**src/verilog/draw_settings.svh**
```systemverilog
`ifndef DRAW_SETTINGS_SVH
`define DRAW_SETTINGS_SVH

////////////////////////////////////////////////////////////
// Panel geometry, portrait 480 x 800.
////////////////////////////////////////////////////////////
`define SCREEN_W 480  // Pixels per row.
`define SCREEN_H 800  // Rows.
`define PIXELS   (`SCREEN_W * `SCREEN_H)

// Fixed frame lines.
`define FRAME_X0 10   // Left edge.
`define FRAME_X1 470  // Right edge.
`define FRAME_XM 240  // Centre divider.
`define FRAME_Y0 10   // Top edge.
`define FRAME_Y1 790  // Bottom edge.

////////////////////////////////////////////////////////////
// Counter readout.
////////////////////////////////////////////////////////////
`define CNT_X0  210  // Origin of first cell.
`define CNT_Y0  680
`define GLYPH_R 24   // Cell extent along x.
`define GLYPH_C 12   // Cell extent along y.
`define DIGITS  8    // Hex digits in a data word.

// RGB565 colors.
`define COLOR_BLACK  16'h0000
`define COLOR_GREEN  16'h07E0
`define COLOR_YELLOW 16'hFFE0

`endif

```
**src/verilog/draw_pkg.sv**
```systemverilog
package draw_pkg;

  ////////////////////////////////////////////////////////////
  // Command codes on the cmd port.
  ////////////////////////////////////////////////////////////
  typedef enum logic [3:0] {
    CMD_CLEAR   = 4'd0,  // Black over the whole panel.
    CMD_FRAME   = 4'd1,  // Fixed green and yellow lines.
    CMD_COUNTER = 4'd5   // Eight hex digits of data_word.
  } draw_cmd_e;

  // SDRAM word address.
  // Bank, row and column packed into 24 bits.
  typedef logic [23:0] pix_addr_t;

  // One RGB565 pixel.
  typedef logic [15:0] pixel_t;

  // One hex digit of the counter word.
  typedef logic [3:0] nibble_t;

endpackage

```
**src/verilog/raster_if.sv**
```systemverilog
// Raster walk between the sequencer and the pixel counter.
interface raster_if;

  logic        load;       // Preset both indices to zero.
  logic        step;       // Advance to next pixel.
  logic [15:0] inner_len;  // Pixels per inner run.
  logic [15:0] outer_len;  // Number of inner runs.

  logic [15:0] inner_idx;  // Position in the run.
  logic [15:0] outer_idx;  // Run number.
  logic        last;       // Final pixel of the shape.

  // Sequencer side.
  modport master (
    output load, step, inner_len, outer_len,
    input  inner_idx, outer_idx, last
  );

  // Counter side.
  modport counter (
    input  load, step, inner_len, outer_len,
    output inner_idx, outer_idx, last
  );

endinterface

```
**src/verilog/draw_core.sv**
```systemverilog
module draw_core (
  input  logic                clk,
  input  logic                rst_n,
  input  logic                en,
  input  logic [3:0]          cmd,
  input  logic [31:0]         data_word,
  input  logic                wr_done,
  output logic                draw_done,
  output draw_pkg::pix_addr_t wr_addr,
  output draw_pkg::pixel_t    wr_data,
  output logic                wr_req
);

  import draw_pkg::*;

  nibble_t     digit;       // Digit of the current cell.
  logic        lit;         // Glyph pixel on.
  logic        pix_start;
  logic        pix_taken;
  pix_addr_t   pix_base;
  logic [15:0] pix_stride;
  pixel_t      pix_color;
  logic [15:0] pix_inner;
  logic [15:0] pix_outer;

  raster_if rif ();

  ////////////////////////////////////////////////////////////
  // Sequencer and raster walk.
  ////////////////////////////////////////////////////////////
  draw_fsm i_fsm (
    .clk        (clk),
    .rst_n      (rst_n),
    .en         (en),
    .cmd        (cmd),
    .data_word  (data_word),
    .rw         (rif.master),
    .lit        (lit),
    .digit      (digit),
    .pix_taken  (pix_taken),
    .pix_start  (pix_start),
    .pix_base   (pix_base),
    .pix_stride (pix_stride),
    .pix_color  (pix_color),
    .pix_inner  (pix_inner),
    .pix_outer  (pix_outer),
    .draw_done  (draw_done)
  );

  raster_counter i_raster (
    .clk   (clk),
    .rst_n (rst_n),
    .rw    (rif.counter)
  );

  // Cell position straight from the raster indices.
  seg_glyph i_glyph (
    .digit (digit),
    .row   (rif.inner_idx[4:0]),
    .col   (rif.outer_idx[3:0]),
    .lit   (lit)
  );

  ////////////////////////////////////////////////////////////
  // SDRAM side.
  ////////////////////////////////////////////////////////////
  pixel_writer i_writer (
    .clk        (clk),
    .rst_n      (rst_n),
    .pix_start  (pix_start),
    .pix_base   (pix_base),
    .pix_stride (pix_stride),
    .pix_color  (pix_color),
    .pix_inner  (pix_inner),
    .pix_outer  (pix_outer),
    .pix_taken  (pix_taken),
    .wr_req     (wr_req),
    .wr_addr    (wr_addr),
    .wr_data    (wr_data),
    .wr_done    (wr_done)
  );

endmodule

```
**src/verilog/draw_fsm.sv**
```systemverilog
`include "draw_settings.svh"

module draw_fsm (
  input  logic                clk,
  input  logic                rst_n,
  input  logic                en,
  input  logic [3:0]          cmd,
  input  logic [31:0]         data_word,
  raster_if.master            rw,
  input  logic                lit,
  output draw_pkg::nibble_t   digit,
  input  logic                pix_taken,
  output logic                pix_start,
  output draw_pkg::pix_addr_t pix_base,
  output logic [15:0]         pix_stride,
  output draw_pkg::pixel_t    pix_color,
  output logic [15:0]         pix_inner,
  output logic [15:0]         pix_outer,
  output logic                draw_done
);

  import draw_pkg::*;

  enum logic [1:0] {S_IDLE, S_ISSUE, S_WAIT} state;

  draw_cmd_e   cmd_q;      // Command of the running job.
  logic [31:0] data_q;     // Counter word of the running job.
  logic [2:0]  shape_idx;  // Line or digit cell being drawn.
  draw_cmd_e   load_cmd;
  logic [2:0]  load_idx;
  logic        start;
  logic        shape_end;
  logic        final_shape;

  ////////////////////////////////////////////////////////////
  // Shape list.
  ////////////////////////////////////////////////////////////
  function automatic logic [15:0] inner_len_of(draw_cmd_e c, logic [2:0] idx);
    case (c)
      CMD_CLEAR: return 16'(`SCREEN_W);  // One full row.
      CMD_FRAME: return (idx < 3'd2) ? 16'(`FRAME_X1 - `FRAME_X0 + 1)
                                     : 16'(`FRAME_Y1 - `FRAME_Y0 + 1);
      default:   return 16'(`GLYPH_R);
    endcase
  endfunction

  function automatic logic [15:0] outer_len_of(draw_cmd_e c);
    case (c)
      CMD_CLEAR: return 16'(`SCREEN_H);  // Rows stack up to 384000 pixels.
      CMD_FRAME: return 16'd1;           // Lines are one run.
      default:   return 16'(`GLYPH_C);
    endcase
  endfunction

  function automatic pix_addr_t base_of(draw_cmd_e c, logic [2:0] idx);
    case (c)
      CMD_CLEAR: return '0;
      CMD_FRAME: begin
        case (idx)
          3'd0:    return pix_addr_t'(`FRAME_Y0 * `SCREEN_W + `FRAME_X0);  // Top.
          3'd1:    return pix_addr_t'(`FRAME_Y1 * `SCREEN_W + `FRAME_X0);  // Bottom.
          3'd2:    return pix_addr_t'(`FRAME_Y0 * `SCREEN_W + `FRAME_X0);  // Left.
          3'd3:    return pix_addr_t'(`FRAME_Y0 * `SCREEN_W + `FRAME_X1);  // Right.
          default: return pix_addr_t'(`FRAME_Y0 * `SCREEN_W + `FRAME_XM);  // Divider.
        endcase
      end
      default:   return pix_addr_t'((`CNT_Y0 + `GLYPH_C * idx) * `SCREEN_W + `CNT_X0);
    endcase
  endfunction

  function automatic logic [2:0] last_idx_of(draw_cmd_e c);
    case (c)
      CMD_CLEAR: return 3'd0;
      CMD_FRAME: return 3'd4;
      default:   return 3'(`DIGITS - 1);
    endcase
  endfunction

  function automatic logic cmd_valid(logic [3:0] c);
    return (c == CMD_CLEAR) || (c == CMD_FRAME) || (c == CMD_COUNTER);
  endfunction

  ////////////////////////////////////////////////////////////
  // Raster control.
  ////////////////////////////////////////////////////////////
  assign start       = (state == S_IDLE) && en && cmd_valid(cmd);
  assign shape_end   = (state == S_WAIT) && pix_taken && rw.last;
  assign final_shape = (shape_idx == last_idx_of(cmd_q));

  // Lengths go with the shape being loaded.
  assign load_cmd = (state == S_IDLE) ? draw_cmd_e'(cmd) : cmd_q;
  assign load_idx = (state == S_IDLE) ? 3'd0 : shape_idx + 3'd1;

  assign rw.load      = start || (shape_end && !final_shape);
  assign rw.step      = (state == S_WAIT) && pix_taken && !rw.last;
  assign rw.inner_len = inner_len_of(load_cmd, load_idx);
  assign rw.outer_len = outer_len_of(load_cmd);

  // Most significant nibble in cell 0.
  assign digit = data_q[4 * (`DIGITS - 1 - shape_idx) +: 4];

  ////////////////////////////////////////////////////////////
  // Pixel request.
  ////////////////////////////////////////////////////////////
  assign pix_start  = (state == S_ISSUE);
  assign pix_base   = base_of(cmd_q, shape_idx);
  assign pix_stride = (cmd_q == CMD_FRAME && shape_idx >= 3'd2) ? 16'(`SCREEN_W) : 16'd1;
  assign pix_inner  = rw.inner_idx;
  assign pix_outer  = rw.outer_idx;

  always_comb begin
    case (cmd_q)
      CMD_CLEAR: pix_color = `COLOR_BLACK;
      CMD_FRAME: pix_color = (shape_idx == 3'd4) ? `COLOR_YELLOW : `COLOR_GREEN;
      default:   pix_color = lit ? `COLOR_GREEN : `COLOR_BLACK;  // Glyph on black.
    endcase
  end

  ////////////////////////////////////////////////////////////
  // Sequencer.
  ////////////////////////////////////////////////////////////
  always_ff @(posedge clk or negedge rst_n) begin
    if (!rst_n) begin
      state     <= S_IDLE;
      cmd_q     <= CMD_CLEAR;
      shape_idx <= 3'd0;
      draw_done <= 1'b0;
    end else begin
      draw_done <= 1'b0;
      case (state)
        S_IDLE: begin
          if (start) begin
            cmd_q     <= draw_cmd_e'(cmd);
            shape_idx <= 3'd0;
            state     <= S_ISSUE;
          end
        end
        S_ISSUE: state <= S_WAIT;  // One pixel in flight.
        S_WAIT: begin
          if (pix_taken) begin
            if (!rw.last) begin
              state <= S_ISSUE;
            end else if (final_shape) begin
              draw_done <= 1'b1;  // Job finished.
              state     <= S_IDLE;
            end else begin
              shape_idx <= shape_idx + 3'd1;  // Next shape.
              state     <= S_ISSUE;
            end
          end
        end
        default: state <= S_IDLE;
      endcase
    end
  end

  always_ff @(posedge clk) begin
    if (start) begin
      data_q <= data_word;
    end
  end

  // Done is a single pulse.
  a_done_pulse: assert property (@(posedge clk) disable iff (!rst_n)
    draw_done |=> !draw_done)
    else $error("draw_done high two cycles in a row");

endmodule

```
**src/verilog/pixel_writer.sv**
```systemverilog
`include "draw_settings.svh"

module pixel_writer (
  input  logic                clk,
  input  logic                rst_n,
  input  logic                pix_start,
  input  draw_pkg::pix_addr_t pix_base,
  input  logic [15:0]         pix_stride,
  input  draw_pkg::pixel_t    pix_color,
  input  logic [15:0]         pix_inner,
  input  logic [15:0]         pix_outer,
  output logic                pix_taken,
  output logic                wr_req,
  output draw_pkg::pix_addr_t wr_addr,
  output draw_pkg::pixel_t    wr_data,
  input  logic                wr_done
);

  import draw_pkg::*;

  pix_addr_t addr_next;
  logic      accept;

  ////////////////////////////////////////////////////////////
  // Address of the requested pixel.
  ////////////////////////////////////////////////////////////
  assign addr_next = pix_base
                   + pix_addr_t'(pix_inner) * pix_addr_t'(pix_stride)
                   + pix_addr_t'(pix_outer) * pix_addr_t'(`SCREEN_W);

  // New pixel only when the bus is free.
  assign accept = pix_start && !wr_req;

  ////////////////////////////////////////////////////////////
  // SDRAM request and done.
  ////////////////////////////////////////////////////////////
  always_ff @(posedge clk or negedge rst_n) begin
    if (!rst_n) begin
      wr_req    <= 1'b0;
      wr_addr   <= '0;
      pix_taken <= 1'b0;
    end else begin
      pix_taken <= 1'b0;
      if (wr_req && wr_done) begin
        wr_req    <= 1'b0;  // Drop for at least one cycle.
        pix_taken <= 1'b1;
      end else if (accept) begin
        wr_req  <= 1'b1;
        wr_addr <= addr_next;
      end
    end
  end

  always_ff @(posedge clk) begin
    if (accept) begin
      wr_data <= pix_color;  // Held with the address.
    end
  end

  // Request, address and data hold until done.
  a_req_hold: assert property (@(posedge clk) disable iff (!rst_n)
    wr_req && !wr_done |=> wr_req && $stable(wr_addr) && $stable(wr_data))
    else $error("SDRAM request changed before wr_done");

  // Sequencer keeps one pixel in flight.
  a_one_in_flight: assert property (@(posedge clk) disable iff (!rst_n)
    pix_start |-> !wr_req)
    else $error("pix_start while a write is pending");

  // Writes stay inside the frame buffer.
  a_in_frame: assert property (@(posedge clk) disable iff (!rst_n)
    wr_req |-> wr_addr < pix_addr_t'(`PIXELS))
    else $error("write address 0x%0h outside frame buffer", wr_addr);

endmodule

```
**src/verilog/raster_counter.sv**
```systemverilog
module raster_counter (
  input  logic      clk,
  input  logic      rst_n,
  raster_if.counter rw
);

  logic [15:0] inner_len_q;
  logic [15:0] outer_len_q;
  logic [15:0] inner_idx_q;
  logic [15:0] outer_idx_q;
  logic        inner_end;
  logic        outer_end;

  // End of run and end of shape.
  assign inner_end = (inner_idx_q == inner_len_q - 16'd1);
  assign outer_end = (outer_idx_q == outer_len_q - 16'd1);

  ////////////////////////////////////////////////////////////
  // Two level index.
  ////////////////////////////////////////////////////////////
  always_ff @(posedge clk or negedge rst_n) begin
    if (!rst_n) begin
      inner_len_q <= 16'd0;
      outer_len_q <= 16'd0;
      inner_idx_q <= 16'd0;
      outer_idx_q <= 16'd0;
    end else if (rw.load) begin
      inner_len_q <= rw.inner_len;  // Lengths held for the shape.
      outer_len_q <= rw.outer_len;
      inner_idx_q <= 16'd0;
      outer_idx_q <= 16'd0;
    end else if (rw.step) begin
      if (inner_end) begin
        inner_idx_q <= 16'd0;                 // Wrap the run.
        outer_idx_q <= outer_idx_q + 16'd1;
      end else begin
        inner_idx_q <= inner_idx_q + 16'd1;
      end
    end
  end

  assign rw.inner_idx = inner_idx_q;
  assign rw.outer_idx = outer_idx_q;
  assign rw.last      = inner_end && outer_end;

  // Sequencer stops at the final pixel.
  a_no_step_past_end: assert property (@(posedge clk) disable iff (!rst_n)
    rw.step |-> !rw.last)
    else $error("step requested past last pixel");

endmodule

```
**src/verilog/seg_glyph.sv**
```systemverilog
`include "draw_settings.svh"

module seg_glyph (
  input  draw_pkg::nibble_t digit,
  input  logic [4:0]        row,  // Inner index, along x.
  input  logic [3:0]        col,  // Outer index, along y.
  output logic              lit
);

  logic [6:0] seg;  // Segments a to g, a in bit 6.
  logic       row_top;
  logic       row_mid;
  logic       row_bot;
  logic       row_up;
  logic       row_lo;
  logic       col_bar;
  logic       col_left;
  logic       col_right;

  ////////////////////////////////////////////////////////////
  // Hex to seven segments.
  ////////////////////////////////////////////////////////////
  always_comb begin
    case (digit)
      4'h0:    seg = 7'b1111110;
      4'h1:    seg = 7'b0110000;
      4'h2:    seg = 7'b1101101;
      4'h3:    seg = 7'b1111001;
      4'h4:    seg = 7'b0110011;
      4'h5:    seg = 7'b1011011;
      4'h6:    seg = 7'b1011111;
      4'h7:    seg = 7'b1110000;
      4'h8:    seg = 7'b1111111;
      4'h9:    seg = 7'b1111011;
      4'hA:    seg = 7'b1110111;
      4'hB:    seg = 7'b0011111;  // Lower case b.
      4'hC:    seg = 7'b1001110;
      4'hD:    seg = 7'b0111101;  // Lower case d.
      4'hE:    seg = 7'b1001111;
      default: seg = 7'b1000111;  // F.
    endcase
  end

  // Segment regions in the 24 x 12 cell.
  assign row_top   = (row <= 5'd1);
  assign row_mid   = (row == 5'd11) || (row == 5'd12);
  assign row_bot   = (row >= 5'(`GLYPH_R - 2));
  assign row_up    = (row >= 5'd2) && (row <= 5'd10);
  assign row_lo    = (row >= 5'd13) && (row <= 5'd21);
  assign col_bar   = (col >= 4'd2) && (col <= 4'd9);
  assign col_left  = (col <= 4'd1);
  assign col_right = (col >= 4'(`GLYPH_C - 2));

  assign lit = (seg[6] && row_top && col_bar)    // a
            || (seg[5] && row_up  && col_right)  // b
            || (seg[4] && row_lo  && col_right)  // c
            || (seg[3] && row_bot && col_bar)    // d
            || (seg[2] && row_lo  && col_left)   // e
            || (seg[1] && row_up  && col_left)   // f
            || (seg[0] && row_mid && col_bar);   // g

endmodule
```
**config.mk**
```make
export PLATFORM = sky130hd
export DESIGN_NAME = draw_core
export DESIGN_NICKNAME = d
export VERILOG_FILES = /design/src/verilog/draw_pkg.sv /design/src/verilog/raster_if.sv /design/src/verilog/draw_core.sv /design/src/verilog/draw_fsm.sv /design/src/verilog/pixel_writer.sv /design/src/verilog/raster_counter.sv /design/src/verilog/seg_glyph.sv
export VERILOG_INCLUDE_DIRS = /design/src /design/src/verilog
export SDC_FILE = /design/constraint.sdc
export NUM_CORES = 1
export LEC_CHECK = 0
export BUFFER_PORTS_ARGS = -buffer_cell sky130_fd_sc_hd__buf_4
export CORE_ASPECT_RATIO = 0.9
export CORE_MARGIN = 1.5
export CORE_UTILIZATION = 40
export DETAILED_ROUTE_END_ITERATION = 8
export PLACE_DENSITY_LB_ADDON = 0.15
export SYNTH_ARGS = -nofsm -noshare
export SYNTH_HDL_FRONTEND = slang
export SYNTH_HIERARCHICAL = 1
export SYNTH_SLANG_ARGS = --single-unit
export TNS_END_PERCENT = 1
```
**constraint.sdc**
```tcl
create_clock -name clk -period 15.2 [get_ports clk]
set_clock_uncertainty 0.05 [all_clocks]
set_input_delay 2.28 -clock clk [delete_from_list [all_inputs] [get_ports clk]]
set_output_delay 2.28 -clock clk [all_outputs]
set_load 0.02 [all_outputs]
```
Yosys cells after proc, flatten, opt, wreduce, memory -nomap -nowiden
Memories as Yosys holds them, arrays and structs flattened.
Cells that the tools add are included.
{ "totals": {"regBits": 148, "rom_bits": 112, "input_bits": 40, "out_inout_bits": 42, "wordCells": 151, "n_memories": 1} }
{ "memory_table": {"columns": ["memory", "depth", "width", "read_ports", "rd_ports_with_merged_regs", "wr", "line_no", "text"], "rows": [
  ["(name not given)", 16, 7, 1, 0, 0, "seg_glyph.sv:24", "case (digit)"]
]} }
{ "op_classes": {"addsub": 10, "n_mul": 4, "n_lt_le_gt_ge": 12, "n_eq_ne": 19, "shift": 1, "n_mux": 35, "bitwise_logic": 1, "n_reduce_logical": 55} }
{ "ops": {"columns": ["cell", "count"], "rows": [
  ["$mux W16", 7],
  ["$pmux W16 S2", 2],
  ["$pmux W19 S3", 1],
  ["$add A24 B24 Y24", 2],
  ["$pmux W24 S2", 1],
  ["$shiftx A32 B33 Y4", 1],
  ["$add A16 B1 Y16 const B", 2],
  ["$eq A16 B16 Y1", 2],
  ["$mul A32 B4 Y19 const B", 1],
  ["$sub A16 B1 Y16 const B", 2],
  ["$logic_and A1 B1 Y1", 27],
  ["$add A24 B8 Y24 const B", 1],
  ["$mul A16 B9 Y24", 1],
  ["$pmux W10 S2", 1],
  ["$mul A16 B4 Y19 const B", 1],
  ["$mux W3", 5],
  ["$eq A4 B1 Y1 const B", 3],
  ["$logic_not A4 Y1", 3],
  ["$pmux W3 S2", 2],
  ["$add A10 B7 Y11 const A", 1],
  ["$mux W11", 1],
  ["$eq A5 B4 Y1 const B", 2],
  ["$logic_or A1 B1 Y1", 10],
  ["$mux W10", 1],
  ["37 further kinds", 57]
]} }

Depth between registers and ports, before layout
An unclocked memory read counts as a cell.
{ "depth": {"ltp_word": 13, "mapped_depth": 37, "mapped_depth_nobuf": 34} }

By module
Netlist, hierarchy kept.
{ "by_module_without_submodules": {"columns": ["mod", "n_inst", "cells_each", "area_per_inst_um2", "seq_area_each_um2"], "rows": [
  ["pixel_writer", 1, 1193, 10959.3, 1131.1],
  ["raster_counter", 1, 424, 4083.9, 1601.5],
  ["draw_fsm", 1, 403, 3972.6, 1211.2],
  ["seg_glyph", 1, 47, 351.6, 0.0]
]} }

Worst setup path after synthesis
Ideal clock, no wire load.
{ "synth_path": {"kind": "reg-to-reg", "startpoint": "register i_fsm.shape_idx[1]", "endpoint": "register i_writer.wr_addr[20]", "setup_time_ns": 0.131, "t_arrival_ns": 9.273, "required_ns": 15.019, "path_slack_ns": 5.746, "path_stages_with_launch": 38, "n_path_buf": 3, "synth_period_minus_slack_ns": 9.454, "cell_sequence": "dfrtp_1 > buf_6 > clkbuf_1 > inv_1 > ha_1 > ha_1 > nor2_1 > nor2_1 > inv_1 > fa_1 > inv_1 > fa_1 > inv_1 > ha_1 > clkbuf_1 > nand2_1 > a311oi_1 > a31o_2 > (+2 left out) > o21ai_1 > inv_1 > fa_1 > inv_1 > fa_1 > inv_1 > fa_1 > fa_1 > fa_1 > inv_1 > ha_1 > nand2_1 > or4_4 > or4b_4 > a31oi_2 > a31oi_1 > xor2_1 > o21ai_1"} }
{ "synth_via": {"elab_chain_len": 7, "word_cells_on_any_way": 17, "classes_between": "add/sub (4); mul (3); order compare (1); eq/ne (3); mux (3); reduce/logical (3)"} }
{ "synth_lines": {"columns": ["item", "line_no", "text"], "rows": [
  ["start, declared", "draw_fsm.sv:28", "logic [2:0] shape_idx;"],
  ["start signal, assigned", "draw_fsm.sv:147", "shape_idx <= shape_idx + 3'd1;"],
  ["$mul A2 B3 Y5 (no source line)", null, null],
  ["$add A10 B7 Y11 (no source line)", null, null],
  ["$mul A32 B4 Y19 (no source line)", null, null],
  ["$add A24 B8 Y24 (no source line)", null, null],
  ["$pmux W24 S2 (*)", "draw_fsm.sv:56", "case (c)"],
  ["via pix_base[15]", "draw_core.sv:20", "pix_addr_t pix_base;"],
  ["$add A24 B24 Y24 (*)", "pixel_writer.sv:28", "+ pix_addr_t'(pix_inner) * pix_addr_t'(pix_stride)"],
  ["$add A24 B24 Y24 (*)", "pixel_writer.sv:27", "assign addr_next = pix_base"],
  ["end signal, assigned", "pixel_writer.sv:49", "wr_addr <= addr_next;"],
  ["end, declared", "pixel_writer.sv:14", "output draw_pkg::pix_addr_t wr_addr,"]
]} }
Mark *: on every way through the listed nets, which the timed path passes. The rest lies on a longest branch.
A chain may end at the register's enable or synchronous reset.

Final worst setup path
{ "layout_path": {"startpoint": "register i_fsm.shape_idx[1]", "endpoint": "register i_writer.wr_addr[23]"} }
Same word-level chain as after synthesis.

==> key figures <==
Run status
  – Status: completed

Power
  – Logic pwr share: 0.686
  – Clock network fraction of design power: 0.132
  – Sw power: 1570 µW
  – Peak VDD IR: 0.164 mV
  – PD cells: 158 nW/µm²
  – Int Pwr: 1680 µW
  – Leak: 0.00968 µW
  – Sequential power share: 0.183
  – Switching Fraction: 0.484

Critical path
  – CP Class: reg -> reg
  – Critical path fanouts, max: 20
  – Critical Path RT: 15.48 ns
  – Critical R2R Launch: i_fsm/shape_idx[1]
  – CP Capture Type: flip-flop
  – Critical Path Source: i_fsm/shape_idx[1]
  – Critical path's slowest cell: dfrtp_1
  – WP data arrival: 10.64 ns
  – CP peak stage delay: 0.94 ns
  – CP startpoint kind: flip-flop

Placed design
  – IO Port Bufs: 81
  – Post-DP HPWL: 35,400 µm
  – Cell count after placement: 2,670
  – GPL Wtd Cong: 0.862
  – Post-DP Area: 20,100 µm²
  – Pre-CTS setup slack: 4.77 ns

Die
  – I/O pin cnt: 82
  – Die Area: 49,700 µm²
  – Starting Density: 0.405
  – Core Region: 47,800 µm²
  – Width of the die: 235 µm
  – FP Rows: 76
  – Die Height: 212 µm

Clock tree
  – CTS max path bufs: 2
  – Cts hold-fix bufs: 0
  – Clock Sinks: 148
  – CTS tree: done
  – Clk_lat worst skew: 0.46 ns
  – CTS root buf: clkbuf_16
  – Clk pin slew, worst setup/hold paths: 0.07 ns
  – H-tree levels: 4
  – PostCTS Resize Cnt: 0
  – CTS Buf Count: 17
  – Post-CTS setup buffers: 0

Logic synthesis
  – Seq/Total Area, Yosys: 0.204
  – Area fraction in and, or, nand and nor cells after synthesis: 0.159
  – Flop and latch count out of synthesis: 148
  – Number of synthesized flops with an enable pin: 48
  – Post-synthesis mux area share: 0.0348
  – Compound-Gate Fraction of Synth Area: 0.0766
  – Async S/R FF share, synth: 0.676
  – Ranking of synthesized cells by area: fa_1 25%, dfrtp_1 13%, ha_1 8.7%
  – Largest family of logic cells by synthesized area: adder cells
  – Top cell type's share of synthesized area: 0.252
  – Ys Warns: 6
  – Post-synth top flop: dfrtp_1
  – Syn avg cell area: 9.37 µm²
  – Post-synthesis xor/xnor area fraction: 0.0668
  – Mapped Area: 19,400 µm²
  – Cell variety after synth: 99
  – Synth Instances: 2,067
  – Adder-cell area share of the yosys netlist: 0.339
  – Dominant cell type by area after synthesis: fa_1

Global route
  – Total GRT Usage: 0.191
  – Vias in the first global route: 13,900
  – Largest net degree at the start of global routing: 68
  – Initial antenna violation count: 1
  – First-pass GRT wire length: 74,800 µm
  – Global route total overflow: 0

Flow run
  – MaxCap Viol Count: 0

Routing
  – Drt first pass iters: 7
  – Routed wire length per instance: 16.6 µm
  – DRT iter0 DRCs: 652
  – Antenna-violating nets left: 0
  – Vias post-DR: 13,300
  – DRC: 0
  – Post-DR vias/cell: 4.94
  – Final WL: 44,800 µm

STA
  – Final setup fails: 0
  – Hold Fails Final Rpt: 0
  – Setup TNS: 0 ns
  – Slew headroom: 0.200
  – Max Slew Vio Count: 0
  – Min Hold Slack: 0.427 ns
  – Fin crit period: 10.36 ns
  – Unrepaired setup endpoints after global routing: false
  – PnR worst setup slack: 4.84 ns
  – Fmax achieved: 96.5 MHz
  – Worst slew pin tran: 1.20 ns
  – Period utilization: 0.682

Layout
  – Non-filler cells, final: 2,701
  – Layout cells sized above 1: 0.103
  – Synth-to-Final Area Change: 6.63%
  – Multi-input gate area: 13,200 µm²
  – Final instance area: 20,700 µm²
  – Diodes inserted: 0
  – Register Area: 3940 µm²
  – Fill count: 4,648
  – Fin nets: 2,483

Worst hold path
  – Hold_sp: i_writer/wr_addr[10]
  – Hold WC Path Type: reg -> reg
## through the flow
stage	total power, µW	utilization
floorplan	2390	-
global placement	2800	0.420
detailed placement	2830	0.420
CTS	3280	0.432
global route	3620	0.432
finish	3260	0.432
## final cells by class
class	instances	share of cell area
clock inverters	10	0.00467
well taps	624	0.0378
inverters	353	0.0642
clock buffers	21	0.0230
multi-input cells	1441	0.642
repair buffers	104	0.0378
flip-flops and latches	148	0.191
## worst max-delay path: cells and delay by family, from the launching register on
| kind | cells | cell delay, ns |
|---|---|---|
| DFF | 1 | 0.94 |
| AOI/OAI and AO/OA | 7 | 1.71 |
| adders and majority gates | 11 | 4.88 |
| buffers and inverters | 6 | 0.81 |
| xor gates and xnor gates | 3 | 0.61 |
| and+or+nand+nor | 6 | 1.21 |
## sequential cells by signal, summed over array words and instances (netlist names)
register,count
i_fsm/data_q,32
i_writer/wr_addr,24
i_raster/inner_len_q,16
i_raster/outer_len_q,16
i_raster/rw.inner_idx,16
i_raster/rw.outer_idx,16
i_writer/wr_data,16
i_fsm/cmd_q,4
i_fsm/shape_idx,3
i_fsm/state,2
i_fsm/draw_done,1
i_writer/pix_taken,1
i_writer/wr_req,1
## path summary, 6_finish.rpt
kind	end	slack (ns)	depth (start not counted)
max in group asynchronous	i_raster/outer_len_q[11]	12.07	2
setup reg to reg	i_writer/wr_addr[23]	4.84	33
hold reg to reg	i_writer/wr_addr[10]	0.43	2
hold / removal	i_writer/wr_addr[10]	0.43	2
setup / recovery	i_writer/wr_addr[23]	4.84	33
min in group asynchronous	i_writer/wr_addr[6]	1.73	1
## cells in the mapped netlist (4+ instances only)
library cell,n
inv_1,350
fa_1,244
nand2_1,243
ha_1,134
dfrtp_1,100
and2_1,97
buf_4,92
nor2_1,87
xnor2_1,79
xor2_1,63
clkbuf_1,58
o21ai_0,53
edfxtp_1,48
a21oi_1,45
mux2_2,29
nand3_1,25
and3_1,20
nand4_1,20
nor2b_1,20
a21o_1,19
nor3_1,19
o21ai_1,14
mux2i_1,10
mux4_2,9
nand2b_1,9
or3_1,9
o21a_1,8
a31oi_1,7
a22oi_1,6
and4_1,6
nor3b_1,6
nor4_1,6
o211ai_1,6
or2_2,6
buf_6,5
o21bai_1,5
a211oi_1,4
nand3b_1,4
o2111ai_1,4
## per-layer routing
| metal | share of wire | track usage |
|---|---|---|
| met5 | 0 | 0 |
| met4 | 0.011 | 0.0349 |
| met3 | 0.035 | 0.0327 |
| met1 | 0.48 | 0.262 |
| met2 | 0.47 | 0.319 |
## power by group through the flow
| stage | logic [µW] | registers (µW) | clock network (µW) |
|---|---|---|---|
| floorplan | 1770 | 617 | 0 |
| global placement | 2200 | 601 | 0 |
| detailed placement | 2230 | 604 | 0 |
| CTS | 2240 | 596 | 444 |
| global route | 2560 | 610 | 457 |
| finish | 2230 | 595 | 428 |
## placed cells by master, fill, tap and decap left out, types with 5 or more instances in the layout
cell,count
and2_1,97
o21ai_1,14
nand2b_1,9
nor4_1,6
conb_1,37
a21o_1,19
o21a_1,8
nand4_1,20
and4_1,6
mux2_2,29
edfxtp_1,48
dfrtp_1,100
ha_1,134
xnor2_1,79
a21oi_1,45
or2_2,6
inv_1,350
nor2b_1,20
a31oi_1,7
or3_1,9
mux4_2,9
fa_1,244
nor3b_1,6
xor2_1,63
nand3_1,25
o21bai_1,5
nor2_1,87
o211ai_1,6
and3_1,20
mux2i_1,10
buf_4,104
nor3_1,18
nand2_1,242
a22oi_1,6
o21ai_0,53
clkbuf_16,18
## cells by family after synthesis
| kind of cell | Yosys count |
|---|---|
| XOR/XNOR | 144 |
| multiplexers | 51 |
| AND/OR/NAND/NOR | 611 |
| other | 1 |
| AO/OA/AOI/OAI | 219 |
| buffers and inverters | 514 |
| adder cells (fa/ha/maj) | 379 |
| flip-flops | 148 |
Note: power is estimated with default switching activity, not from simulation.
